==> src/common/or_tree_pkg.sv <==
//**************************************************************************
// shared definitions for the page allocator: request sizes, fail reasons,
// the 15-bit node word, request and response records, and the per-node
// index helpers that both node engines build their masks from
//**************************************************************************
`default_nettype none

package or_tree_pkg;

    localparam int REQ_ID_W = 8;
    localparam int LEAF_N = 8;
    localparam int LEAF_W = 3;
    localparam int NODE_W = 15;

    // size value doubles as the tree level of the node
    typedef enum logic [1:0] {
        SIZE_4K  = 2'd0,
        SIZE_2K  = 2'd1,
        SIZE_1K  = 2'd2,
        SIZE_512 = 2'd3
    } size_e;

    typedef enum logic [1:0] {
        FAIL_NONE,
        FAIL_NO_SPACE,
        FAIL_BAD_FREE
    } fail_e;

    // leftmost child sits in the msb of each level
    typedef struct packed {
        logic              l4k;
        logic [1:0]        l2k;
        logic [3:0]        l1k;
        logic [LEAF_N-1:0] l512;
    } node_t;

    // node 0 is the 4K node, 1-2 the 2K nodes, 3-6 the 1K nodes, 7-14 the leaves
    typedef logic [3:0] node_idx_t;

    typedef struct packed {
        logic full_4k;
        logic full_2k;
        logic full_1k;
        logic full_512;
    } summary_t;

    typedef struct packed {
        logic [REQ_ID_W-1:0] id;
        size_e               size;
        size_e               origin_size;
    } req_info_t;

    typedef struct packed {
        logic [REQ_ID_W-1:0] id;
        logic                fail;
        fail_e               reason;
        size_e               origin_size;
        size_e               actual_size;
    } rsp_t;

    function automatic size_e node_size(node_idx_t k);
        if (k == 4'd0) return SIZE_4K;
        else if (k < 4'd3) return SIZE_2K;
        else if (k < 4'd7) return SIZE_1K;
        return SIZE_512;
    endfunction

    // leftmost leaf under node k
    function automatic logic [LEAF_W-1:0] node_first_leaf(node_idx_t k);
        logic [1:0] lvl;
        logic [3:0] pos;
        lvl = node_size(k);
        pos = k + 4'd1 - (4'd1 << lvl);
        return LEAF_W'(pos << (2'd3 - lvl));
    endfunction

    // leaves covered by node k, leaf 0 in the msb
    function automatic logic [LEAF_N-1:0] node_leaves(node_idx_t k);
        logic [LEAF_N-1:0] top;
        top = ~({LEAF_N{1'b1}} >> (4'd8 >> node_size(k)));
        return top >> node_first_leaf(k);
    endfunction

endpackage

`default_nettype wire

==> src/or_tree/free_check.sv <==
//**************************************************************************
// free node engine: checks that a page is aligned to its size and that
// every leaf under the node is in use, then clears that node and rebuilds
// its ancestors from the remaining leaves so freed space merges again
//**************************************************************************
`default_nettype none

module free_check (
    input  wire or_tree_pkg::size_e          size,
    input  wire logic [or_tree_pkg::LEAF_W-1:0] leaf,
    input  wire or_tree_pkg::node_t          node,
    output logic                             ok,
    output or_tree_pkg::node_t               new_node
);
    import or_tree_pkg::*;

    logic [1:0]        lvl;
    node_idx_t         target;
    logic [LEAF_N-1:0] span;
    logic [LEAF_N-1:0] kept_leaves;
    logic [NODE_W-1:0] old_bits;
    logic [NODE_W-1:0] new_bits;

    assign lvl = size;
    assign old_bits = node;

    // node at the requested level that holds the leaf
    assign target = node_idx_t'((4'd1 << lvl) - 4'd1 + {1'b0, leaf >> (2'd3 - lvl)});
    assign span = node_leaves(target);

    // misaligned when the leaf is not the node's first leaf
    assign ok = (node_first_leaf(target) == leaf) && ((node.l512 & span) == span);

    assign kept_leaves = node.l512 & ~span;

    // every node above a set leaf is set, so a node touching the freed range
    // is simply the OR of what stays in use beneath it
    always_comb begin
        for (int k = 0; k < NODE_W; k++) begin
            if (|(node_leaves(node_idx_t'(k)) & span)) begin
                new_bits[NODE_W-1-k] = |(node_leaves(node_idx_t'(k)) & kept_leaves);
            end else begin
                new_bits[NODE_W-1-k] = old_bits[NODE_W-1-k];
            end
        end
    end

    assign new_node = ok ? node_t'(new_bits) : node;

endmodule

`default_nettype wire

==> config.mk <==
export PLATFORM = sky130hd
export DESIGN_NAME = free_check
export DESIGN_NICKNAME = d
export VERILOG_FILES = /design/src/common/or_tree_pkg.sv /design/src/or_tree/free_check.sv
export SDC_FILE = /design/constraint.sdc
export NUM_CORES = 1
export LEC_CHECK = 0
export ABC_AREA = 1
export CORE_MARGIN = 5
export CORE_UTILIZATION = 39
export DETAILED_ROUTE_END_ITERATION = 10
export DONT_BUFFER_PORTS = 1
export GPL_ROUTABILITY_DRIVEN = 0
export REMOVE_ABC_BUFFERS = 1
export SLEW_MARGIN = 10
export SYNTH_ARGS = -nofsm -noshare
export SYNTH_HDL_FRONTEND = slang
export SYNTH_SLANG_ARGS = --single-unit
export TNS_END_PERCENT = 1
==> constraint.sdc <==
create_clock -name vclk -period 23.2
set_input_delay 6.96 -clock vclk [all_inputs]
set_output_delay 6.96 -clock vclk [all_outputs]
set_load 0.01 [all_outputs]
; ---- After elaboration in Yosys (flattened, before gate mapping)
; Index checks and enable logic that the tools add are counted.
[word_totals]
regBits = 0
latch_bits = 0
ramBits = 0
rom_bits = 0
in_bits = 20
output_inout_bits = 16
wordCells = 144
n_memories = 0
[classes]
add_sub_neg = 20
n_mul = 0
div_mod_pow = 0
order_cmp = 2
eq_ne = 2
shift = 42
n_mux = 44
bitwise_logic = 18
reduce_logical = 16
[op_table]
columns = operator, n
row1 = 8-bit AND, 9
row2 = 8-bit inverter, 9
row3 = 8-bit OR reduction, 8
row4 = 8-bit by 3-bit right shift with 8-bit output, 8
row5 = "8-bit by 4-bit right shift with 8-bit output, first input constant", 8
row6 = "1-bit by 2-bit << shifter with 4-bit output, first input constant", 9
row7 = 4-bit by 2-bit << shifter with 3-bit output, 8
row8 = "4-bit by 2-bit right shift with 4-bit output, first input constant", 8
row9 = 1-bit two-way mux, 29
row10 = 2-bit two-way mux, 14
row11 = "2-bit subtractor, first input constant", 9
row12 = "3-bit by 4-bit subtractor with 4-bit output, first input constant", 4
row13 = 15-bit two-way mux, 1
row14 = 8-bit == test, 1
row15 = 2-bit OR reduction, 4
row16 = 4-bit OR reduction, 2
row17 = "2-bit by 4-bit subtractor with 4-bit output, first input constant", 2
row18 = "4-bit by 1-bit adder with 4-bit output, second input constant", 1
row19 = 4-bit by 3-bit adder with 4-bit output, 1
row20 = 4-bit logical NOT, 1
row21 = "4-bit by 2-bit < comparator with 1-bit output, second input constant", 1
row22 = "4-bit by 3-bit < comparator with 1-bit output, second input constant", 1
row23 = "1-bit by 4-bit subtractor with 4-bit output, first input constant", 1
row24 = "4-bit by 1-bit subtractor with 4-bit output, second input constant", 1
row25 = other kinds (4), 4

; ---- Logic depth before layout (Yosys ltp)
[depth]
ltp_word = 24
ltp_mapped = 31
ltp_nobuf = 31

; ---- Worst setup path after synthesis
; OpenSTA, ideal clock, no wires.
[synth_timing]
path_type = input to output
start = input size[0]
end = output new_node[10] (netlist name)
t_arrival_ps = 10343
required_ps = 16240
slack_ps = 5897
cell_stages = 29
n_path_buf = 1
cell_sequence = inv_1 > nand2_1 > o22ai_1 > a31oi_1 > ha_1 > inv_1 > ha_1 > inv_1 > fa_1 > inv_1 > nand2_1 > nand3_4 > nand2_4 > nand4_1 > inv_1 > ha_1 > inv_1 > ha_1 > xnor2_1 > xnor2_1 > nand2_2 > nand3_4 > nand2_4 > buf_6 > nand3_1 > nand3_2 > nor2_4 > nand2_4 > o21ai_0
[synth_rtl]
columns = element, line_no
row1 = start: declaration, free_check.sv:9  ; input wire or_tree_pkg::size_e size,
row2 = end: declaration, free_check.sv:13  ; output or_tree_pkg::node_t new_node

==> reports/metrics.yaml <==
cts_setup_buffers: 0
dpl_cell_area_um2: 1010
max_slew.worst_pin.slew_ns: 0.385
hold_viol_final: 0
postRouteWirelength_um: 2450
fmax_mhz: 56.4
p_int_uw: 30.6
wl_per_cell_um: 11.6
dp_hpwl_um: 2170
yosysWarnings: 0
dr_total_vias: 1072
holdPathStages: 2
grt_max_degree: 18
num_io_pins: 36
num_rows: 18
die_h_um: 60.4
drtIter0Drc: 38
route.detailed.drc: 0
grt_pass1_wl_um: 4070
ys_seq_area_share_pct: 0
power.share.sequential_pct: 0
required_ns: 16.24
layout_commonest_cell: "nand2_1"
ir_worst_vdd_mv: 0.0444
routed_via_density: 5.08
die_w_um: 60.4
cp_num_cells: 24
switching_power_uw: 66.0
yosys-top-cells-area: "nand2_1, inv_1, nand3_1, ha_1, nand3_2"
critical_path.cell_chain: "inv_1 -> nand2_1 -> o22ai_1 -> a31oi_1 -> ha_1 -> inv_1 -> ha_1 -> inv_1 -> fa_1 -> nand2_1 -> nand3_2 -> nand2_4 -> nand3_1 -> ha_1 -> inv_1 -> o2111ai_1 -> inv_1 -> nor2_4 -> nand2_1 -> nand3_2 -> nand3_2 -> nor2_4 -> nand2_4 -> o21ai_0"
cp.buffers_inverters: 5
ctsHoldBuffers: 0
crit_type: "in -> out"
drive_above_1_share_pct: 12.7
crit_top_cell: "inv_1"
outcome: "complete, no violations"
min_path_type: "in -> out"
cp.arrival_ns: 10.77
wl_met1_um: 1080
first_pass_iters: 4
finalInstanceArea_um2: 1010
antennaDiodeCount: 0
start_kind: "input pin"
cp_max_fo: 17
synth_area_um2: 991
power_leakage_uw: 0.000623
netlist.top_cell.by_area: "nand2_1"
drv_cap: 0
p_sw_share_pct: 68.4
regArea_um2: 0
comb_power_share_pct: 100.0
min_from: "node[6]"
yosysUniqueCellTypes: 25
num-clock-buffers: 0
total_power_uw: 96.6
cp_slowest_stage_delay_ns: 0.39
whs_ns: 14.05
route.met2.wl_um: 1210
period_needed_ns: 17.73
hold_end: "new_node[6]"
final_cell_mix: "nand2_1, inv_1, nand3_1"
antenna_left: 0
area_delta_synth_final_pct: 1.51
seq_cells: 0
grt_pass1_vias: 1056
path_delay_family: "simple AND/OR/NAND/NOR gates"
track_usage_pct: 13.7
syn_inst: 183
powerDensity_nw_per_um2: 96.0
slowest_stage: "fa_1"
top_layer: "met4"
critPathCaptureType: "output port"
setup_tns_ns: 0
antenna_found_initial: 0
initial_core_util_pct: 40.4
slew_headroom_pct: 74.1
pwr-share-clk_pct: 0
final_nets: 210
fin_util_pct: 41.0
cts_resized: 0
grt_setup_unrepaired: "no"
syn_area_per_cell_um2: 5.42
core-area_um2: 2450
setup_violations: 0
post-route-period-util_pct: 76.4
io_buffers: 0
die_area_um2: 3650
slew_violations: 0
route.met3.wl_um: 148
yosysTopAreaCellShare_pct: 29.5
grt_overflow: 0
==> cells in the mapped netlist (2+ instances only) <==
cell and count:
nand2_2 4, nor2_4 2, nand2_4 3, buf_6 2, nor2_1 4, o21ai_0 10, nand2_1 78, nand3_2 7
nand3_4 2, ha_1 6, nand3_1 16, inv_1 29, nand4_1 5, mux2i_1 2, inv_2 2, xnor2_1 2
==> worst max-delay path by stage <==
stage	start	endpoint
global route	size[0]	new_node[11]
finish	size[0]	new_node[11]
detailed placement	size[0]	new_node[11]
global placement	size[1]	new_node[11]
CTS	size[0]	new_node[11]
floorplan	size[0]	new_node[10]
==> power groups by stage <==
stage	clock network (µW)	logic (µW)	registers [µW]
2_1_floorplan	0	81.0	0
3_3_place_gp	0	94.4	0
3_5_place_dp	0	96.9	0
4_1_cts	0	97.2	0
5_1_grt	0	112	0
6_report	0	96.6	0
==> stage by stage <==
stage,worst slack (ns),std cells
global placement,5.62,211
global route,5.08,211
floorplan,5.91,181
finish,5.47,211
CTS,5.43,211
detailed placement,5.43,211
==> routing by layer <==
| layer | global-route usage (%) | vias up |
|---|---|---|
| met5 | 0 | - |
| met4 | 1.58 | 0 |
| met3 | 1.06 | 2 |
| met2 | 26.5 | 21 |
| met1 | 16.7 | 467 |
| li1 | - | 582 |
==> layout make-up <==
class,count,area [µm²]
well taps,30,37.5
inverters,32,121
multi-input cells,149,847
fillers,288,1450
==> logic make-up (layout without fill, tap and decap cells) <==
group,Yosys count,count (layout),synth area share [%]
buffers and inverters,34,32,14.5
muxes,2,2,2.02
adders and majority gates,7,7,9.60
and+or+nand+nor,122,122,61.9
xor gates and xnor gates,3,3,2.65
AOI/OAI and AO/OA,15,15,9.34
Note: power is estimated with default switching activity, not from simulation.
