`config.mk`:
```
export PLATFORM = sky130hd
export DESIGN_NAME = or_tree_ctrl
export DESIGN_NICKNAME = d
export VERILOG_FILES = /design/src/common/or_tree_pkg.sv /design/src/or_tree/or_tree_ctrl.sv
export SDC_FILE = /design/constraint.sdc
export NUM_CORES = 1
export LEC_CHECK = 0
export ABC_AREA = 1
export BUFFER_PORTS_ARGS = -buffer_cell sky130_fd_sc_hd__buf_2
export CORE_MARGIN = 8
export CORE_UTILIZATION = 40
export DETAILED_ROUTE_END_ITERATION = 8
export GPL_TIMING_DRIVEN = 1
export PLACE_DENSITY_LB_ADDON = 0.3
export SYNTH_ARGS = -nofsm -noshare
export SYNTH_HDL_FRONTEND = slang
export SYNTH_SLANG_ARGS = --single-unit
export TNS_END_PERCENT = 20
```
`constraint.sdc`:
```
create_clock -name clk -period 2.1 [get_ports clk]
set_clock_uncertainty 0.1 [all_clocks]
set_input_delay 0.42 -clock clk [delete_from_list [all_inputs] [get_ports clk]]
set_output_delay 0.42 -clock clk [all_outputs]
set_load 0.01 [all_outputs]
```
`src/common/or_tree_pkg.sv`:
```
//**************************************************************************
// shared definitions for the page allocator: request sizes, fail reasons,
// the 15-bit node word, request and response records, and the per-node
// index helpers that both node engines build their masks from
//**************************************************************************
`default_nettype none

package or_tree_pkg;

    localparam int REQ_ID_W = 8;
    localparam int LEAF_N = 8;
    localparam int LEAF_W = 3;
    localparam int NODE_W = 15;

    // size value doubles as the tree level of the node
    typedef enum logic [1:0] {
        SIZE_4K  = 2'd0,
        SIZE_2K  = 2'd1,
        SIZE_1K  = 2'd2,
        SIZE_512 = 2'd3
    } size_e;

    typedef enum logic [1:0] {
        FAIL_NONE,
        FAIL_NO_SPACE,
        FAIL_BAD_FREE
    } fail_e;

    // leftmost child sits in the msb of each level
    typedef struct packed {
        logic              l4k;
        logic [1:0]        l2k;
        logic [3:0]        l1k;
        logic [LEAF_N-1:0] l512;
    } node_t;

    // node 0 is the 4K node, 1-2 the 2K nodes, 3-6 the 1K nodes, 7-14 the leaves
    typedef logic [3:0] node_idx_t;

    typedef struct packed {
        logic full_4k;
        logic full_2k;
        logic full_1k;
        logic full_512;
    } summary_t;

    typedef struct packed {
        logic [REQ_ID_W-1:0] id;
        size_e               size;
        size_e               origin_size;
    } req_info_t;

    typedef struct packed {
        logic [REQ_ID_W-1:0] id;
        logic                fail;
        fail_e               reason;
        size_e               origin_size;
        size_e               actual_size;
    } rsp_t;

    function automatic size_e node_size(node_idx_t k);
        if (k == 4'd0) return SIZE_4K;
        else if (k < 4'd3) return SIZE_2K;
        else if (k < 4'd7) return SIZE_1K;
        return SIZE_512;
    endfunction

    // leftmost leaf under node k
    function automatic logic [LEAF_W-1:0] node_first_leaf(node_idx_t k);
        logic [1:0] lvl;
        logic [3:0] pos;
        lvl = node_size(k);
        pos = k + 4'd1 - (4'd1 << lvl);
        return LEAF_W'(pos << (2'd3 - lvl));
    endfunction

    // leaves covered by node k, leaf 0 in the msb
    function automatic logic [LEAF_N-1:0] node_leaves(node_idx_t k);
        logic [LEAF_N-1:0] top;
        top = ~({LEAF_N{1'b1}} >> (4'd8 >> node_size(k)));
        return top >> node_first_leaf(k);
    endfunction

endpackage

`default_nettype wire

```
`src/or_tree/or_tree_ctrl.sv`:
```
//**************************************************************************
// pipeline control for the allocator. stage 1 meets the RAM read data,
// stage 2 holds the engine decisions and drives the write-back, and the
// responses and table update are registered out at the third edge
//**************************************************************************
`default_nettype none

module or_tree_ctrl #(
    parameter int TREE_IDX_W = 12
) (
    input  wire logic                                      clk,
    input  wire logic                                      rst_n,
    input  wire logic                                      alloc_valid,
    input  wire logic [TREE_IDX_W-1:0]                     alloc_tree_index,
    input  wire or_tree_pkg::req_info_t                    alloc_info,
    input  wire logic                                      free_valid,
    input  wire logic [TREE_IDX_W+or_tree_pkg::LEAF_W-1:0] free_page_index,
    input  wire or_tree_pkg::req_info_t                    free_info,
    output logic                                           alloc_rsp_valid,
    output or_tree_pkg::rsp_t                              alloc_rsp,
    output logic [TREE_IDX_W+or_tree_pkg::LEAF_W-1:0]      alloc_rsp_page_index,
    output logic                                           free_rsp_valid,
    output or_tree_pkg::rsp_t                              free_rsp,
    output logic                                           at_update_en,
    output logic [TREE_IDX_W/2-1:0]                        at_update_row,
    output logic [TREE_IDX_W/2-1:0]                        at_update_column,
    output or_tree_pkg::summary_t                          at_update_summary,
    output logic [TREE_IDX_W-1:0]                          rd_addr_a,
    output logic [TREE_IDX_W-1:0]                          rd_addr_b,
    output logic                                           wr_en,
    output logic [TREE_IDX_W-1:0]                          wr_addr,
    output or_tree_pkg::node_t                             wr_data,
    output or_tree_pkg::size_e                             alloc_size,
    output or_tree_pkg::size_e                             free_size,
    output logic [or_tree_pkg::LEAF_W-1:0]                 free_leaf,
    input  wire logic                                      found,
    input  wire logic [or_tree_pkg::LEAF_W-1:0]            alloc_leaf,
    input  wire or_tree_pkg::node_t                        alloc_node,
    input  wire logic                                      free_ok,
    input  wire or_tree_pkg::node_t                        free_node
);
    import or_tree_pkg::*;

    localparam int PAGE_W = TREE_IDX_W + LEAF_W;
    localparam int HALF_W = TREE_IDX_W / 2;

    logic                  req_valid;
    logic [TREE_IDX_W-1:0] req_tree;
    logic                  s1_alloc;
    logic                  s1_free;
    logic [TREE_IDX_W-1:0] s1_tree;
    logic [LEAF_W-1:0]     s1_leaf;
    req_info_t             s1_info;
    logic                  s2_alloc;
    logic                  s2_free;
    logic                  s2_ok;
    logic [TREE_IDX_W-1:0] s2_tree;
    logic [LEAF_W-1:0]     s2_leaf;
    req_info_t             s2_info;
    node_t                 s2_node;
    rsp_t                  rsp_d;

    // both channels share one pipeline since they never fire together
    assign req_valid = alloc_valid | free_valid;
    assign req_tree = alloc_valid ? alloc_tree_index : free_page_index[PAGE_W-1:LEAF_W];

    assign rd_addr_a = alloc_tree_index;
    assign rd_addr_b = free_page_index[PAGE_W-1:LEAF_W];

    always_ff @(posedge clk or negedge rst_n) begin
        if (!rst_n) begin
            s1_alloc <= 1'b0;
            s1_free <= 1'b0;
            s2_alloc <= 1'b0;
            s2_free <= 1'b0;
            s2_ok <= 1'b0;
        end else begin
            s1_alloc <= alloc_valid;
            s1_free <= free_valid;
            s2_alloc <= s1_alloc;
            s2_free <= s1_free;
            s2_ok <= s1_alloc ? found : free_ok;
        end
    end

    always_ff @(posedge clk) begin
        s1_tree <= req_tree;
        s1_leaf <= free_page_index[LEAF_W-1:0];
        s1_info <= alloc_valid ? alloc_info : free_info;
        s2_tree <= s1_tree;
        s2_leaf <= alloc_leaf;
        s2_info <= s1_info;
        s2_node <= s1_alloc ? alloc_node : free_node;
    end

    // engines see stage 1 alongside the RAM read data
    assign alloc_size = s1_info.size;
    assign free_size = s1_info.size;
    assign free_leaf = s1_leaf;

    // only a successful request changes the stored word
    assign wr_en = (s2_alloc | s2_free) & s2_ok;
    assign wr_addr = s2_tree;
    assign wr_data = s2_node;

    always_comb begin
        rsp_d.id = s2_info.id;
        rsp_d.fail = !s2_ok;
        rsp_d.origin_size = s2_info.origin_size;
        rsp_d.actual_size = s2_ok ? s2_info.size : SIZE_4K;
        if (s2_ok) rsp_d.reason = FAIL_NONE;
        else if (s2_alloc) rsp_d.reason = FAIL_NO_SPACE;
        else rsp_d.reason = FAIL_BAD_FREE;
    end

    always_ff @(posedge clk or negedge rst_n) begin
        if (!rst_n) begin
            alloc_rsp_valid <= 1'b0;
            free_rsp_valid <= 1'b0;
            at_update_en <= 1'b0;
        end else begin
            alloc_rsp_valid <= s2_alloc;
            free_rsp_valid <= s2_free;
            // a failed alloc still reports so the table can drop its mask
            at_update_en <= s2_alloc | (s2_free & s2_ok);
        end
    end

    always_ff @(posedge clk) begin
        if (s2_alloc) begin
            alloc_rsp <= rsp_d;
            alloc_rsp_page_index <= s2_ok ? {s2_tree, s2_leaf} : '0;
        end
        if (s2_free) begin
            free_rsp <= rsp_d;
        end
        at_update_row <= s2_tree[TREE_IDX_W-1:HALF_W];
        at_update_column <= s2_tree[HALF_W-1:0];
        at_update_summary <= '{
            full_4k:  s2_node.l4k,
            full_2k:  &s2_node.l2k,
            full_1k:  &s2_node.l1k,
            full_512: &s2_node.l512
        };
    end

    a_one_request: assert property (@(posedge clk) disable iff (!rst_n)
        !(alloc_valid && free_valid));

    // a tree in flight has not been written back yet, so a new read would be stale
    a_no_tree_hazard: assert property (@(posedge clk) disable iff (!rst_n)
        req_valid |-> !((s1_alloc || s1_free) && s1_tree == req_tree) &&
                      !((s2_alloc || s2_free) && s2_tree == req_tree));

endmodule

`default_nettype wire

```
# Yosys cells after proc, flatten, opt, wreduce, memory -nomap -nowiden
# Index checks and enable logic that the tools add are counted.
# classes
muxes	7
bitwise_logic	4
reduce_logical	4
# op_table
op	n
2-to-1 mux 12 bit	2
2-to-1 mux 15 bit	1
AND reduction 8 bit	1
2-to-1 mux 2 bit	3
AND reduction 4 bit	1
bitwise AND 1 bit	2
bitwise OR 1 bit	2
AND reduction 2 bit	1
logical NOT 1 bit	1
2-to-1 mux 1 bit	1
# totals
register_bits	138
in_bits	90

# Longest topological paths before layout
# Gate-level depths: netlist of run 1.
# depth
word_depth	2
depth_mapped	4

# Least setup slack after synthesis of run 1
# No wires, ideal clock.
# synth_path
path_type	register to output
start	register s2_alloc
end	output wr_en
t_arrival_ns	1.353
setup_slack_ns	0.227
stages_incl_launch_ff	3
path_buffers	0
path_cell_list	dfrtp_1 > inv_1 > a21oi_1
# synth_between
elab_chain_cells	2
# synth_lines
item	line_no	rtl
from (decl)	or_tree_ctrl.sv:54	logic s2_alloc;
from (signal assigned)	or_tree_ctrl.sv:80	s2_alloc <= s1_alloc;
bitwise OR 1 bit	or_tree_ctrl.sv:102	assign wr_en = (s2_alloc | s2_free) & s2_ok;
bitwise AND 1 bit	or_tree_ctrl.sv:102	
to (decl)	or_tree_ctrl.sv:30	output logic wr_en,
# No other way between the ends.

# Final worst setup path of run 1
# layout_path
start	register s2_free
end	output wr_en
# layout_between
elab_chain_cells	2
# layout_lines
item	line_no	rtl
from (decl)	or_tree_ctrl.sv:55	logic s2_free;
from (signal assigned)	or_tree_ctrl.sv:81	s2_free <= s1_free;
bitwise OR 1 bit	or_tree_ctrl.sv:102	
bitwise AND 1 bit	or_tree_ctrl.sv:102	
# No other way between the ends.

==> impl_results.md, run 1 <==
- Status: complete, no violations
- Post-CTS setup buffers: 0
- R2R setup slack: slightly below 0.9 ns
- Startpoint Class: flop
- Clock network fraction of total power: 0.464
- Via density: 4.114
- DR iter-0 viols: 123
- Hold Worst Slack: 0.02990 ns
- CTS Buf Count: 17
- Post-route setup TNS: 0 ns
- Initial Util: 0.4135
- Sequential share of power: 0.465
- Pint: 0.005080 W
- Clock sinks: 138
- Post-CTS Resized: 0
- Final Setup Violations: 0
- CTS tree: built
- Gr usage total: 0.1374
- CP arrival: 1.21 ns
- Max Fclk: 579.3 MHz
- DRC: 0
- Fraction of layout cells with a size suffix above 1: 0.4373
- Die area: approximately 14000 µm²
- Worst skew pair latency: 0.49 ns
- CTS HTree Levels: 4
- Area of the mapped netlist: 4269 µm²
- Final Net Count: between 600 and 700
- FF/Latch Area: 3253 µm²
- Period utilization: 0.8220
- Drt total wl: roughly 9600 µm
- Post-route cell area: 5961 µm²
- PortBufs: 212
- Initial antenna violation count: 0
- Area Growth Syn to Fin: 39.62%
- First-pass iteration count of the detailed router: 5
- Io pins: roughly 210
- Clock tree root buffer cell: clkbuf_8
- Critical Path RT: 1.58 ns
- Cell count after synthesis: 353
- Vias: 2921
- Clock transition at path regs: around 0.06 ns
- Seq/Total Area, Yosys: 0.7620
- Period minus WS final: between 1.5 and 2 ns
- Vias in the first global route: approximately 3200
- Die H: 119.3 µm
- Worst-path fanout max: 2
- RSZ-0062 raised after global routing: false
- Placed cell areas: between 5000 and 6000 µm²
- Slew Viols, Final: 0
- #FFs+latches synth: approximately 140
- NetSw: 0.001379 W
- Endpoints failing hold: 0
- Logic gate share of total power: 0.071
- Row Count: 37
- DIE WIDTH: about 120 µm
- Critical path class: flop to output port
- Wire per inst: around 13 µm
- Routability cong.: 0.7301
- Worst hold path class: input port to flop
- Multi-input gate area: 484.2 µm²
- Filler Cell Count: 884
- Worst rel slew slack: 0.7070
- Max-Cap Viols: 0
- Remaining global-route overflow: 0
- Least-Margin Pin Slew: between 0.4 and 0.5 ns
- Detail Route Antenna Nets: 0
- Critical Path End Type: output port
- Final HPWL DP: approximately 7300 µm
- Syn. warnings: 0
- Post-cts hold buffer count: 9
- CTS Buffer Depth: 2
- First-pass GRT wire length: 15540 µm
- Syn_area_per_cell: 12.09 µm²
- Largest net degree at the start of global routing: 33
- Static leakage: ~3.1 nW
- VDD IR-drop max: 0.0005947 V
- Netlist cell types: 15
- Power Density: 1084 nW/µm²
- Core Region: 10320 µm²
- Mapped Nets: 443
- Antenna diodes: 0
- Sw Ratio: 0.2135
[cell usage after synthesis]
| cell | number | area [µm²] |
|---|---|---|
| edfxtp_1 | 45 | 1351 |
| dfxtp_1 | 85 | 1702 |
| inv_1 | 65 | 244.0 |
| a21oi_1 | 1 | 5.000 |
| nand2_1 | 66 | 247.7 |
| o21ai_1 | 1 | 5.000 |
| o21ai_0 | 37 | 185.2 |
| buf_2 | 5 | 25.02 |
| buf_8 | 2 | 30.03 |
| buf_4 | 29 | 217.7 |
| buf_6 | 1 | 11.26 |
| dfrtp_1 | 8 | 200.2 |
| o21ai_2 | 3 | 26.28 |
| clkbuf_1 | 1 | 3.750 |
| nor2_1 | 4 | 15.01 |
[area by class of cell]
class | count | share of cell area
Clock buffer | 18 | 0.07011
Clock inverter | 14 | 0.03275
Inverter | 65 | 0.04093
Multi-Input combinational cell | 112 | 0.08123
Sequential cell | 138 | 0.5458
Tap cell | 136 | 0.02855
Timing Repair Buffer | 227 | 0.2007
[layer usage]
layer / track usage / up-vias / routed length (µm)
li1: - / 1485 / -
met1: 0.1382 / 1306 / 3703
met2: 0.2431 / 123 / 4901
met3: 0.06519 / 7 / 849
met4: 0.05074 / 0 / 98
met5: 0 / - / 0
[through the flow]
step	instances	total power, W	setup WS, ns	util
after detailed placement	669	0.003517	0.7464	0.5093
after global routing	710	0.006714	0.2951	0.5774
after global placement	669	0.003502	0.7917	0.5093
after CTS	710	0.006539	0.3419	0.5774
after floorplan	353	0.003283	0.2268	-
final	710	0.006459	0.3739	0.5774
[placed cells by master (no fill, tap or decap), types with 2 or more instances in the layout]
| cell | count |
|---|---|
| buf_2 | 212 |
| dfxtp_1 | 85 |
| nand2_1 | 66 |
| inv_1 | 65 |
| edfxtp_1 | 45 |
| o21ai_0 | 37 |
| clkbuf_16 | 16 |
| dlygate4sd3_1 | 9 |
| dfrtp_1 | 8 |
| buf_4 | 6 |
| nor2_1 | 4 |
| bufinv_16 | 4 |
| o21ai_2 | 3 |
| clkinvlp_4 | 3 |
| clkinv_4 | 3 |
| inv_6 | 2 |
[logic make-up (layout without fill, tap and decap cells)]
| logic type | count (synthesis) | count (layout) | synth area share |
|---|---|---|---|
| buffers and inverters | 103 | 324 | 0.1246 |
| flip-flops | 138 | 138 | 0.7620 |
| AND/OR/NAND/NOR | 70 | 70 | 0.06155 |
| AO/OA/AOI/OAI | 42 | 42 | 0.05188 |
[power groups by stage]
stage	Clock, W	Sequential [W]	Combinational (W)
finish	0.00300	0.00300	0.000458
global route	0.00318	0.00302	0.000514
CTS	0.00306	0.00301	0.000469
detailed placement	0	0.00306	0.000456
global placement	0	0.00305	0.000450
floorplan	0	0.00312	0.000166
[worst max-delay path, cell delays in order, from the launching register on]
cell and delay [ns]:
dfrtp_1 0.35, inv_1 0.06, a21oi_1 0.15, buf_2 0.17
[sequential cells by signal (all words and copies together) (netlist names), 10 cells and up]
name and flops:
alloc_rsp 15, s1_tree 12, wr_addr 12, s1_info 10
alloc_rsp_page_index 15, rsp_d 10, wr_data 15, free_rsp 15
[path summary, 6_finish.rpt]
path                                    start                       end  cells after the start
setup / recovery            s2_free$_DFF_PN0_                     wr_en                      3
setup reg to reg           s2_alloc$_DFF_PN0_    alloc_rsp[5]$_DFFE_PP_                      2
max in group asynchronous               rst_n  free_rsp_valid$_DFF_PN0_                      2
min in group asynchronous               rst_n           s2_ok$_DFF_PN0_                      2
hold reg to reg            s1_info[6]$_DFF_P_          rsp_d[9]$_DFF_P_                      0
hold / removal                  alloc_node[1]        wr_data[1]$_DFF_P_                      3
Power figures use the tool's default switching activity.
==> run 2, diff against run 1 <==
==> constraint.sdc (replaced) <==
create_clock -name clk -period 1.6 [get_ports clk]
set_clock_uncertainty 0.1 [all_clocks]
set_input_delay 0.32 -clock clk [delete_from_list [all_inputs] [get_ports clk]]
set_output_delay 0.32 -clock clk [all_outputs]
set_load 0.01 [all_outputs]
==> run 2 against run 1 <==
  * The flow now finishes with violations (setup timing)
  * Clock-buffer cell count unchanged
  * Non-clock buffer count up 81
  * Global-route usage up 1.6 points
  * Combinational power up 77%
  * Register-to-register slack worse by 0.81 ns
  * Hold slack better by 0.073 ns
==> impl_results.md, run 2 (same netlist as run 1, synthesis figures left out) <==
- Critical path class: flop to output port
- CTS tree: built
- Die area: ~14000 µm²
- Worst setup margin: -0.001022 ns
- DIE WIDTH: 119.3 µm
- Core Region: ~10000 µm²
- Critical Path RT: 1.18 ns
- CP arrival: 1.18 ns
- Worst-path fanout max: 2
- Remaining global-route overflow: 0
- RR Endpoint: wr_data[7]$_DFF_P_
- R2R setup slack: 0.08 ns
- Die H: 119.3 µm
- Endpoints failing hold: 0
- Startpoint Class: flop
- Largest stage delay, worst path: 0.36 ns
- Period utilization: 1.001
- Max-Cap Viols: 0
- Drt total wl: 10950 µm
- Worst hold path class: input port to flop
- Detail Route Antenna Nets: 0
- First-pass GRT wire length: 17260 µm
- Cells along the critical path: inv_2 -> a21oi_2 -> buf_2
- Slew Viols, Final: 0
- CP Buf/Inv Count: 2
- Final Net Count: 732
- Vias in the first global route: 3593
- Worst rel slew slack: 0.7291
- Initial antenna violation count: 1
- First-pass iteration count of the detailed router: 4
- Initial Util: 0.4135
- Final Setup Violations: 1
- DR iter-0 viols: 100
- Max Fclk: between 600 and 700 MHz
- Place WS: 0.3778 ns
- Slowest cell on the critical path: dfrtp_1
- Worst skew pair latency: around 0.5 ns
- RSZ-0062 raised after global routing: true
- Clock sinks: 138
- Least-Margin Pin Slew: approximately 0.41 ns
- Launch point of the worst reg-to-reg path: s1_alloc$_DFF_PN0_
- Fraction of layout cells with a size suffix above 1: 0.3954
- Min-delay src: alloc_valid
- Family with the most delay on the worst path: flip-flops
- Power Density: ~1200 nW/µm²
- Final HPWL DP: 7151 µm
- Clock tree root buffer cell: clkbuf_8
- Vias: 3280
- Static leakage: 3.466 nW
- Hold Crit Endpoint: s1_alloc$_DFF_PN0_
- Wire per inst: roughly 14 µm
- Worst Reg-to-Reg Cells: 4
- Area Growth Syn to Fin: 58.15%
- CTS HTree Levels: 4
- Most frequent cells in the layout: buf_2 (212), dlygate4sd3_1 (88), dfxtp_1 (85)
- Io pins: 213
- Critical Path End Type: output port
- Commonest non-fill, non-tap cell in the layout: buf_2
- Failing checks: setup timing
- CTS Buf Count: 17
- VDD IR-drop max: 0.0008813 V
- Row Count: 37
- Hold depth: 2
- Status: finished with violations
- Via density: just over 4
- Routability cong.: roughly 0.74
- Largest net degree at the start of global routing: 50
- PortBufs: 212
- Post-route setup TNS: -0.001022 ns
- Period minus WS final: 1.601 ns
- DRC: 0
- CTS Buffer Depth: 2
- Gr usage total: 0.1534
- Clock transition at path regs: around 0.060 ns
run 2: where the power goes:
part	switching, W	internal (W)	total, W
clock	0.00142	0.00222	0.00365
combinational	0.000379	0.000433	0.000812
sequential	0.0000787	0.00386	0.00394
run 2: metal layers:
metal | track usage | vias up | share of wire
li1 | - | 1644 | -
met1 | 0.1429 | 1492 | 0.36
met2 | 0.2828 | 128 | 0.54
met3 | 0.06424 | 16 | 0.085
met4 | 0.07572 | 0 | 0.019
met5 | 0 | - | 0
run 2: stage by stage:
step | hold slack [ns] | power, W | utilization | std cells | instance area (µm²)
floorplan | -0.07559 | 0.004308 | - | 353 | 4270
global placement | 0.07836 | 0.004595 | 0.5099 | 668 | 5264
detailed placement | 0.09055 | 0.004615 | 0.5099 | 668 | 5264
CTS | 0.07530 | 0.008492 | 0.6511 | 789 | 6721
global route | 0.08891 | 0.008746 | 0.6540 | 792 | 6751
finish | 0.1027 | 0.008399 | 0.6540 | 792 | 6751
run 2: worst max path at each step:
stage | depth (start not counted) | slack (ns) | end | startpoint
2_1_floorplan | 2 | 0.13 | wr_en | s2_alloc$_DFF_PN0_
3_3_place_gp | 2 | 0.40 | free_rsp[5]$_DFFE_PP_ | s2_alloc$_DFF_PN0_
3_5_place_dp | 2 | 0.38 | free_rsp[5]$_DFFE_PP_ | s2_alloc$_DFF_PN0_
4_1_cts | 3 | -0.05 | wr_en | s2_alloc$_DFF_PN0_
5_1_grt | 3 | -0.08 | wr_en | s2_free$_DFF_PN0_
6_report | 3 | -0.001 | wr_en | s2_free$_DFF_PN0_
run 2: timing repair:
action                                  CTS  global route
hold buffers                             88             0
pin swaps                                 1             1
endpoints found under the setup margin    1            15
gates resized for setup                   3             6
endpoints found under the hold margin    55             0
setup buffers                             1             2
run 2: final cells by class:
cell class / instances / area (µm²)
Tap cell: 136 / 170.2
Timing Repair Buffer: 308 / 2027
Multi-Input combinational cell: 112 / 488.0
Clock inverter: 14 / 147.6
Clock buffer: 18 / 417.9
Antenna cell: 1 / 2.502
Inverter: 65 / 244.0
Fill cell: 796 / 3572
Sequential cell: 138 / 3254
