===== config.mk =====
export PLATFORM = sky130hd
export DESIGN_NAME = alloc_search
export DESIGN_NICKNAME = d
export VERILOG_FILES = /design/src/common/or_tree_pkg.sv /design/src/or_tree/alloc_search.sv
export SDC_FILE = /design/constraint.sdc
export NUM_CORES = 1
export LEC_CHECK = 0
export BUFFER_PORTS_ARGS = -buffer_cell sky130_fd_sc_hd__buf_2
export CORE_MARGIN = 5
export CORE_UTILIZATION = 46
export DETAILED_ROUTE_END_ITERATION = 16
export PLACE_DENSITY_LB_ADDON = 0.2
export SYNTH_ARGS = -nofsm -noshare
export SYNTH_HDL_FRONTEND = slang
export SYNTH_SLANG_ARGS = --single-unit

===== constraint.sdc =====
create_clock -name vclk -period 5.03
set_input_delay 1.006 -clock vclk [all_inputs]
set_output_delay 1.006 -clock vclk [all_outputs]
set_load 0.02 [all_outputs]

===== src/common/or_tree_pkg.sv =====
//**************************************************************************
// shared definitions for the page allocator: request sizes, fail reasons,
// the 15-bit node word, request and response records, and the per-node
// index helpers that both node engines build their masks from
//**************************************************************************
`default_nettype none

package or_tree_pkg;

    localparam int REQ_ID_W = 8;
    localparam int LEAF_N = 8;
    localparam int LEAF_W = 3;
    localparam int NODE_W = 15;

    // size value doubles as the tree level of the node
    typedef enum logic [1:0] {
        SIZE_4K  = 2'd0,
        SIZE_2K  = 2'd1,
        SIZE_1K  = 2'd2,
        SIZE_512 = 2'd3
    } size_e;

    typedef enum logic [1:0] {
        FAIL_NONE,
        FAIL_NO_SPACE,
        FAIL_BAD_FREE
    } fail_e;

    // leftmost child sits in the msb of each level
    typedef struct packed {
        logic              l4k;
        logic [1:0]        l2k;
        logic [3:0]        l1k;
        logic [LEAF_N-1:0] l512;
    } node_t;

    // node 0 is the 4K node, 1-2 the 2K nodes, 3-6 the 1K nodes, 7-14 the leaves
    typedef logic [3:0] node_idx_t;

    typedef struct packed {
        logic full_4k;
        logic full_2k;
        logic full_1k;
        logic full_512;
    } summary_t;

    typedef struct packed {
        logic [REQ_ID_W-1:0] id;
        size_e               size;
        size_e               origin_size;
    } req_info_t;

    typedef struct packed {
        logic [REQ_ID_W-1:0] id;
        logic                fail;
        fail_e               reason;
        size_e               origin_size;
        size_e               actual_size;
    } rsp_t;

    function automatic size_e node_size(node_idx_t k);
        if (k == 4'd0) return SIZE_4K;
        else if (k < 4'd3) return SIZE_2K;
        else if (k < 4'd7) return SIZE_1K;
        return SIZE_512;
    endfunction

    // leftmost leaf under node k
    function automatic logic [LEAF_W-1:0] node_first_leaf(node_idx_t k);
        logic [1:0] lvl;
        logic [3:0] pos;
        lvl = node_size(k);
        pos = k + 4'd1 - (4'd1 << lvl);
        return LEAF_W'(pos << (2'd3 - lvl));
    endfunction

    // leaves covered by node k, leaf 0 in the msb
    function automatic logic [LEAF_N-1:0] node_leaves(node_idx_t k);
        logic [LEAF_N-1:0] top;
        top = ~({LEAF_N{1'b1}} >> (4'd8 >> node_size(k)));
        return top >> node_first_leaf(k);
    endfunction

endpackage

`default_nettype wire


===== src/or_tree/alloc_search.sv =====
//**************************************************************************
// alloc node engine: picks the leftmost clear node at the requested level
// of a node word and returns the word with that node marked in use
//**************************************************************************
`default_nettype none

module alloc_search (
    input  wire or_tree_pkg::size_e          size,
    input  wire or_tree_pkg::node_t          node,
    output logic                             found,
    output logic [or_tree_pkg::LEAF_W-1:0]   leaf,
    output or_tree_pkg::node_t               new_node
);
    import or_tree_pkg::*;

    logic [NODE_W-1:0] old_bits;
    logic [NODE_W-1:0] new_bits;
    node_idx_t         pick;
    logic [LEAF_N-1:0] pick_leaves;

    // node k lives in bit NODE_W-1-k
    assign old_bits = node;

    // walk right to left so the leftmost candidate is the last one kept
    always_comb begin
        found = 1'b0;
        pick = '0;
        for (int k = NODE_W - 1; k >= 0; k--) begin
            if (node_size(node_idx_t'(k)) == size && !old_bits[NODE_W-1-k]) begin
                found = 1'b1;
                pick = node_idx_t'(k);
            end
        end
    end

    assign pick_leaves = node_leaves(pick);
    assign leaf = node_first_leaf(pick);

    // nodes whose leaves overlap the pick are the pick itself, its
    // ancestors and its descendants, and all of them become used
    always_comb begin
        for (int k = 0; k < NODE_W; k++) begin
            new_bits[NODE_W-1-k] = old_bits[NODE_W-1-k] |
                                   (|(node_leaves(node_idx_t'(k)) & pick_leaves));
        end
    end

    assign new_node = found ? node_t'(new_bits) : node;

endmodule

`default_nettype wire


Word level (Yosys, flattened, before mapping)
Cells that the tools add are included.
- muxes and demuxes: 38
- add/subtract/negate cells: 3
- shift-type cells: 5
- equal/unequal tests: 3
- bitwise logic cells: 16
- magnitude comparators: 2
- reductions and logical operators: 39
- operators with widths (cell ; count):
    2-to-1 mux 4 bit ; 15
    2-to-1 mux 1 bit ; 18
    logical AND 1 bit ; 15
    logical NOT 1 bit ; 15
    2-to-1 mux 15 bit ; 1
    bitwise OR 1 bit ; 15
    2-to-1 mux 2 bit ; 4
    inverter 8 bit ; 1
    OR reduction 2 bit ; 4
    OR reduction 4 bit ; 2
    OR reduction 8 bit ; 1
    right shift 8 x 3 -> 8 bit ; 1
    right shift 8 x 4 -> 8 bit (first input constant) ; 1
    adder 4 x 1 -> 4 bit (second input constant) ; 1
    equality test 2 bit (first input constant) ; 2
    logical NOT 4 bit ; 1
    less-than comparator 4 x 2 -> 1 bit (second input constant) ; 1
    less-than comparator 4 x 3 -> 1 bit (second input constant) ; 1
    left shift 1 x 2 -> 4 bit (first input constant) ; 1
    left shift 4 x 2 -> 3 bit ; 1
    right shift 4 x 2 -> 4 bit (first input constant) ; 1
    subtractor 4 bit ; 1
    equality test 1 x 2 -> 1 bit (first input constant) ; 1
    logical NOT 2 bit ; 1
    subtractor 2 bit (first input constant) ; 1
- register bits after elaboration: 0
- word-level logic and storage cells: 106

Longest topological paths before layout
Gate-level depths: netlist (run 1).
- depth in word-level cells: 29
- mapped depth: 15
- gate-level depth less buffers: 13

Worst setup path after synthesis (run 1)
No wires, ideal clock.
- path type: input port to output port
- start point: input port size[1]
- end point: output port new_node[12] in the netlist's numbering
- arrival time: 3518 ps
- buffers on the path: 2
- setup slack: 506 ps
- stages on the path: 14
- cells stage by stage: buf_2 -> nor2b_1 -> a22oi_1 -> a221o_1 -> ha_1 -> inv_1 -> ha_1 -> xnor2_1 -> a31o_2 -> o221ai_2 -> and2_4 -> buf_12 -> inv_6 -> or3_1
- RTL lines (what ; RTL line ; RTL):
    start: declaration ; alloc_search.sv:8 ; input wire or_tree_pkg::size_e size,
    end: declaration ; alloc_search.sv:12 ; output or_tree_pkg::node_t new_node

==> results of run 1 <==
-- per-stage QoR --
| stage | total power [uW] | utilization (%) |
|---|---|---|
| 6_report | 121.0 | 60.36 |
| 2_1_floorplan | 88.41 | - |
| 4_1_cts | 121.5 | 60.36 |
| 3_5_place_dp | 121.0 | 60.36 |
| 5_1_grt | 132.7 | 60.36 |
| 3_3_place_gp | 119.7 | 60.36 |
-- final cells by class --
type | instances | area, um2
Fill cell | 127 | 503.0
Timing Repair Buffer | 36 | 180.2
Multi-Input combinational cell | 77 | 528.0
Inverter | 9 | 38.79
Tap cell | 15 | 18.77
-- cell families (layout without fill, tap and decap cells) --
| group | Yosys count | in the layout | share of synthesized area (%) |
|---|---|---|---|
| adder cells (fa/ha/maj) | 3 | 3 | 6.290 |
| AO/OA/AOI/OAI | 36 | 36 | 43.61 |
| AND/OR/NAND/NOR | 36 | 36 | 35.43 |
| XOR/XNOR | 1 | 1 | 1.468 |
| buffers and inverters | 12 | 45 | 11.53 |
| multiplexers | 1 | 1 | 1.677 |
-- power groups by stage --
stage	Combinational [uW]	Clock [uW]	Sequential [uW]
after floorplan	88.4	0	0
after global placement	120	0	0
after detailed placement	121	0	0
after CTS	122	0	0
after global routing	133	0	0
final	121	0	0
-- worst max-delay path by stage --
stage	endpoint	slack, ps	cells past startpoint
3_3_place_gp	new_node[12]	410	14
5_1_grt	new_node[9]	120	14
2_1_floorplan	new_node[12]	510	14
6_report	new_node[9]	260	14
3_5_place_dp	new_node[9]	300	14
4_1_cts	new_node[9]	280	14
-- per-layer routing --
metal  vias to the layer above  part of all wire [%]
met2                        27                    48
met4                         0                  0.65
met1                       370                    47
met3                         2                   4.8
met5                         -                     0
li1                        402                     -
-- placed cells by master (no fill, tap or decap), drive strengths merged, types with 2 or more instances in the layout --
master	Yosys	final
buf	3	36
o21ai	12	12
inv	9	9
nand2	8	8
nor2	7	7
a21oi	5	5
nand4	5	5
and2	4	4
nor2b	3	3
and3	3	3
or3	3	3
a21o	3	3
ha	3	3
a22oi	2	2
a211o	2	2
o21a	2	2
a31o	2	2
==> run_results.csv, run 1 <==
group,metric,value,unit
cells_and_area,diodes,0,
cts,cts_resized,0,
cells_and_area,nFlopsAndLatches,0,
synth,netlist_area,596.8,um2
worst_setup_path,cp_max_fo,11,
die,core,1269,um2
grt,antenna_found_initial,0,
synth,yosys_warnings,0,
worst_setup_path,path_buf_inv,4,
placement,place_area,765.7,um2
synth,netlist_top_cells_area,"ha_1 (6.3%), o21ai_0 (5.0%), o21ai_1 (5.0%)",
synth,synth.most_common_cell,"nand2_1",
sta,layout_setup_ws,263.2,ps
sta,worst_slew_pin_slew,558.6,ps
routing,detail-route-antenna-nets,0,
routing,drc,0,
cells_and_area,seqCellArea,0,um2
placement,place_ws,298.4,ps
pwr,comb_power_share,100.0,%
worst_setup_path,crit_path_start,"size[1]",
synth,synth_top_area_share,6.289,%
synth,syn_inst,89,
sta,hold_violations,0,
synth,synth_top_area_cell,"ha_1",
synth,synth_commonest_cells,"nand2_1 (8), inv_1 (7), nor2_1 (7)",
sta,post-route-period-util,94.77,%
die,die_area,2118,um2
placement,port_buffers,36,
die,die_x,46.02,um
worst_setup_path,critPathMaxStageDelay,330,ps
sta,setup_viol,0,
grt,overflow,0,
sta,finalSetupTns,0,ps
grt,grt_use_met1,25.52,%
worst_setup_path,worstSetupEndpointType,"primary output",
cts,post_cts_buffers,0,
placement,gp_congestion,0.8550,
placement,dp_hpwl,1550,um
grt,grt_pass1_wl,3146,um
pwr,p_leak,0.0003792,uW
min_path,hp-class,"input port to primary output",
worst_setup_path,slowest_stage,"a221o_1",
sta,hold_ws,2358,ps
routing,finalWirelength,1856,um
grt,met2_usage,32.97,%
pwr,vdd_drop_max,96.48,uV
worst_setup_path,cp_data_arrival_time,3760,ps
sta,slew_violations,0,
worst_setup_path,timing.setup.critical_path_class,"input port to primary output",
worst_setup_path,cp_cell_sequence,"buf_2, nor2b_1, a22oi_1, a221o_1, ha_1, inv_1, ha_1, xnor2_1, a31o_2, o221ai_2, and2_4, inv_6, a311o_1, buf_2",
worst_setup_path,cpLargestDelayFamily,"compound AO/OA/AOI/OAI gates",
grt,grt_pass1_vias,751,
sta,relSlewSlack,62.56,%
sta,rsz0062_at_grt,"no",
die,num_rows,13,
synth,ys_seq_area_share,0,%
cts,hold_buffers,0,
status,outcome,"finished, final reports clean",
routing,wl_per_cell,13.55,um
min_path,min_from,"node[0]",
die,initial_core_util,47.04,%
die,die-height,46.02,um
pwr,swShare,62.57,%
die,io_pins,36,
pwr,p_seq_share,0,%
grt,grt_max_degree,12,
routing,vias_per_cell,5.847,
grt,top_usage_layer,"met2",
cells_and_area,nClkBuffers,0,
worst_setup_path,start_kind,"input port",
pwr,p_clk_share,0,%
cells_and_area,finalInstanceArea,765.7,um2
synth,syn_nets,109,
min_path,holdPathEnd,"new_node[0]",
cells_and_area,syn2layout_area_growth,28.30,%
cells_and_area,fin_nets,144,
sta,period_needed,4767,ps
min_path,holdPathStages,3,
routing,drt_pass1_iterations,4,
synth,syn_avg_cell_area,6.706,um2
cells_and_area,stdcell_count,137,
placement,placedCellCount,137,
worst_setup_path,worstPathRequired,4020,ps
pwr,internal_power,45.29,uW
pwr,p_switching,75.71,uW
cells_and_area,drive_above_1_share,37.70,%
pwr,p_per_area,158.0,nW/um2
grt,use_met3,0.7905,%
routing,vias,801,
sta,fmax,0.2098,GHz
routing,first_iter_violations,17,
grt,grt_usage,18.92,%
synth,ys_types,38,
job,maxCapViolCount,0,
Note: power is estimated with default switching activity, not from simulation.
==> run 2: changes to the inputs <==
- CORE_ASPECT_RATIO: unset -> 0.6
- CORE_UTILIZATION: 46 -> 26
==> run 2 against run 1 <==
Sequential share of layout area did not move. Largest cell class unchanged. Combinational power about the same. Hold slack about the same.
==> run_results.csv, run 2 (same netlist as run 1, synthesis figures left out) <==
group,metric,value,unit
cells_and_area,fillCellCount,265,
pwr,p_per_area,156.4,nW/um2
grt,grt_usage,12.24,%
routing,vias_per_cell,5.066,
status,outcome,"finished, final reports clean",
worst_setup_path,cp.depth,14,
placement,dp_hpwl,1756,um
sta,hold_violations,0,
min_path,hp-class,"input port to primary output",
worst_setup_path,timing.setup.critical_path_class,"input port to primary output",
sta,rsz0062_at_grt,"no",
grt,grt_pass1_wl,3339,um
worst_setup_path,cpLargestDelayFamily,"compound AO/OA/AOI/OAI gates",
grt,grt_pass1_vias,704,
grt,overflow,0,
die,initial_core_util,27.38,%
cells_and_area,nClkBuffers,0,
sta,layout_setup_ws,276.2,ps
routing,drt_pass1_iterations,4,
cts,hold_buffers,0,
routing,detail-route-antenna-nets,0,
cts,post_cts_buffers,0,
die,core,2180,um2
pwr,vdd_drop_max,68.84,uV
placement,place_ws,278.7,ps
routing,finalWirelength,2073,um
die,die-height,47.11,um
placement,gp_congestion,0.8120,
cells_and_area,nFlopsAndLatches,0,
die,io_pins,36,
sta,worst_slew_pin_slew,595.7,ps
cells_and_area,multiInputGateArea,528.0,um2
cells_and_area,syn2layout_area_growth,31.45,%
worst_setup_path,slowest_stage,"a221o_1",
die,num_rows,13,
routing,vias,770,
sta,fmax,0.2104,GHz
sta,setup_viol,0,
cts,cts_resized,0,
worst_setup_path,cp_max_fo,11,
grt,antenna_found_initial,0,
sta,post-route-period-util,94.51,%
cells_and_area,fin_nets,144,
cells_and_area,layout_commonest_cell,"buf_2",
worst_setup_path,critPathMaxStageDelay,340,ps
cells_and_area,layout_common_cells,"buf_2 (36), nand2_1 (8), nor2_1 (7), inv_1 (7)",
worst_setup_path,path_buf_inv,4,
job,maxCapViolCount,0,
pwr,p_leak,0.0003792,uW
worst_setup_path,crit_path_start,"size[1]",
cells_and_area,drive_above_1_share,37.70,%
worst_setup_path,worstSetupEndpointType,"primary output",
die,die_area,3385,um2
routing,wl_per_cell,13.64,um
sta,relSlewSlack,60.07,%
grt,grt_max_degree,12,
placement,port_buffers,36,
sta,slew_violations,0,
sta,finalSetupTns,0,ps
routing,drc,0,
sta,period_needed,4754,ps
worst_setup_path,worstPathRequired,4020,ps
cells_and_area,diodes,0,
worst_setup_path,cp_data_arrival_time,3750,ps
cells_and_area,seqCellArea,0,um2
routing,first_iter_violations,67,
worst_setup_path,worstSetupEndpoint,"new_node[9]",
die,die_x,71.85,um
worst_setup_path,cp_cell_sequence,"buf_2, nor2b_1, a22oi_1, a221o_1, ha_1, inv_1, ha_1, xnor2_1, a31o_2, o221ai_2, and2_4, inv_6, a311o_1, buf_2",
worst_setup_path,start_kind,"input port",
==> run 2: per-stage QoR <==
stage	instance area [um2]	cells	hold WS (ps)	utilization [%]	total power (uW)
after global routing	784.5	152	2380	35.99	135.1
after CTS	784.5	152	2360	35.99	123.2
final	784.5	152	2358	35.99	122.7
after global placement	784.5	152	2357	35.99	121.7
after floorplan	596.8	89	2173	-	88.41
after detailed placement	784.5	152	2357	35.99	122.8
==> run 2: tightest hold or removal path, delay by kind of cell <==
family                 cells  cell delay (ps)
buffers and inverters      2              250
AO/OA/AOI/OAI              1               90
==> run 2: area by class of cell <==
type	instances	share of cell area, %
multi-input cells	77	67.30
inverters	9	4.944
well taps	30	4.785
repair buffers	36	22.97
==> run 2: worst min-delay path by stage <==
stage               cells past startpoint  slack (ps)      from            to
finish                                  3        2360   node[0]   new_node[0]
global route                            3        2380   node[0]   new_node[0]
CTS                                     3        2360   node[0]   new_node[0]
detailed placement                      3        2360   node[0]   new_node[0]
global placement                        3        2360   node[0]   new_node[0]
floorplan                               1        2170  node[13]  new_node[13]
==> run 2: metal layers <==
layer  wire [um]  track usage, %  up-vias
met4           0               0        0
met3          95           1.068        0
met5           0               0        -
li1            -               -      401
met2         838           19.71       19
met1        1140           18.85      350
==> run 2: report_power, final <==
part / total (uW) / internal (uW) / leakage (uW) / switching (uW)
clock: 0 / 0 / 0 / 0
sequential: 0 / 0 / 0 / 0
combinational: 123 / 45.4 / 0.000379 / 77.3
total: 123 / 45.4 / 0.000379 / 77.3
==> run 3: changes to the inputs <==
- ABC_AREA: unset -> 1
- GPL_ROUTABILITY_DRIVEN: unset -> 0
==> run 3 against run 2 <==
Flip-flop and latch count unchanged. Total power increased by 65%. Critical path depth is 6 higher. Final cell count grew 24%. Hold slack worse by 23 ps. Die area up 7.4%. Synthesized cell count is 36% higher. Core utilization down 0.48 points. Non-clock buffer count unchanged. First-iteration DRC count shrank 42%. Routed wire length fell by 0.92%. Cell area rose by 11%. Critical path type unchanged. Highest routed layer unchanged.
==> run_results.csv, run 3 <==
group,metric,value,unit
min_path,holdPathEnd,"new_node[8]",
synth,synth.most_common_cell,"nand2_1",
placement,port_buffers,36,
synth,netlist_top_cells_area,"nand2_1 (16%), inv_1 (12%), nand3_1 (9.2%)",
cells_and_area,nFlopsAndLatches,0,
cells_and_area,multiInputGateArea,550.5,um2
min_path,hp-class,"input port to primary output",
die,die_x,74.58,um
status,outcome,"finished, final reports clean",
worst_setup_path,worstSetupEndpointType,"primary output",
synth,netlist_area,650.6,um2
routing,drt_pass1_iterations,4,
sta,rsz0062_at_grt,"no",
sta,setup_viol,0,
sta,period_needed,4544,ps
synth,synthAdderAreaFrac,5.769,%
die,die_area,3636,um2
worst_setup_path,slowest_stage,"ha_1",
cells_and_area,layout_commonest_cell,"buf_2",
cells_and_area,fin_nets,179,
routing,first_iter_violations,39,
routing,detail-route-antenna-nets,0,
routing,vias,850,
synth,synth_top_area_share,15.58,%
min_path,min_from,"node[8]",
pwr,p_per_area,232.0,nW/um2
sta,finalSetupTns,0,ps
die,die-height,48.75,um
worst_setup_path,critPathMaxStageDelay,290,ps
cells_and_area,diodes,0,
synth,synth-compound-area-share,16.92,%
grt,grt_max_degree,8,
synth,syn_nets,141,
sta,relSlewSlack,75.96,%
synth,synth_top_family_by_area,"simple AND/OR/NAND/NOR gates",
worst_setup_path,cpLargestDelayFamily,"simple AND/OR/NAND/NOR gates",
die,io_pins,36,
cells_and_area,syn2layout_area_growth,33.85,%
pwr,p_leak,0.0005182,uW
worst_setup_path,cp_max_fo,7,
grt,grt_pass1_wl,3277,um
synth,synth_top_area_cell,"nand2_1",
cells_and_area,fillCellCount,272,
cells_and_area,layout_common_cells,"buf_2 (36), nand2_1 (27), inv_1 (21)",
sta,post-route-period-util,90.35,%
die,core,2452,um2
routing,wl_per_cell,10.87,um
grt,antenna_found_initial,0,
synth,yosys_warnings,0,
placement,dp_hpwl,1909,um
sta,worst_slew_pin_slew,357.9,ps
cells_and_area,drive_above_1_share,37.58,%
die,initial_core_util,26.53,%
cts,post_cts_buffers,0,
cts,hold_buffers,0,
sta,slew_violations,0,
sta,fmax,0.2200,GHz
cells_and_area,nClkBuffers,0,
worst_setup_path,timing.setup.critical_path_class,"input port to primary output",
routing,finalWirelength,2054,um
sta,hold_violations,0,
synth,synth_commonest_cells,"nand2_1 (27), inv_1 (21), nand3_1 (12)",
cells_and_area,finalInstanceArea,870.8,um2
worst_setup_path,cp_data_arrival_time,3540,ps
worst_setup_path,cp_cell_sequence,"buf_2, nand2_2, o31ai_1, a21oi_1, o21ai_0, o21ai_0, ha_1, inv_1, ha_1, xnor2_1, inv_1, nand2_1, nand3_2, nand2_4, nand2_4, nand2_2, nand2_1, nor2_1, nand3_1, buf_2",
routing,drc,0,
cts,cts_resized,0,
synth,syn_inst,121,
worst_setup_path,worstPathRequired,4020,ps
worst_setup_path,path_buf_inv,4,
synth,synthXorXnorAreaFrac,1.346,%
cells_and_area,seqCellArea,0,um2
synth,ys_types,26,
synth,yosys.area_share.simple,60.58,%
worst_setup_path,start_kind,"input port",
grt,overflow,0,
routing,vias_per_cell,4.497,
synth,ys_seq_area_share,0,%
die,num_rows,14,
job,maxCapViolCount,0,
pwr,vdd_drop_max,81.45,uV
synth,syn_avg_cell_area,5.377,um2
synth,synth_mux_area_share,0,%
min_path,holdPathStages,4,
placement,place_area,870.8,um2
grt,grt_pass1_vias,711,
grt,grt_usage,11.01,%
## run 3: how the worst max path moves through the flow
stage | from | endpoint | depth (start not counted) | slack, ps
global route | size[1] | new_node[12] | 20 | 220
CTS | size[1] | new_node[12] | 20 | 480
finish | size[1] | new_node[12] | 20 | 490
global placement | size[1] | new_node[12] | 20 | 470
detailed placement | size[1] | new_node[12] | 20 | 490
floorplan | node[7] | new_node[12] | 19 | 890
## run 3: worst min-delay path, delay by kind of cell
kind | cells | cell delay (ps)
buffers and inverters | 3 | 260
AND/OR/NAND/NOR | 1 | 50
## run 3: kinds of logic after synthesis
logic type,after synthesis
fa+ha+maj,3
buf+inv,26
compound gates,18
xor+xnor,1
simple gates,73
## run 3: power breakdown
group / internal [uW] / switching [uW] / total [uW]
clock network: 0 / 0 / 0
logic: 66.8 / 135 / 202
registers: 0 / 0 / 0
total: 66.8 / 135 / 202
## run 3: area by class of cell
cell class | count | area share (%)
inverter | 26 | 11.49
multi-input combinational | 95 | 63.22
tap | 32 | 4.598
timing repair buffer | 36 | 20.69
## run 3: layer usage
layer,vias up,global-route usage (%),wire length (um)
li1,464,-,-
met1,363,19.46,1087
met2,23,14.87,791
met3,0,0.4132,175
met4,0,0,0
met5,-,0,0
## run 3: metrics by stage
stage	hold WS [ps]	utilization [%]	setup slack [ps]	cells	total power, uW
finish	2335	35.51	485.6	189	202.0
global route	2357	35.51	222.5	189	224.0
CTS	2335	35.51	481.0	189	203.4
detailed placement	2335	35.51	487.8	189	202.6
global placement	2333	35.51	469.7	189	202.3
floorplan	2171	-	894.6	121	143.1
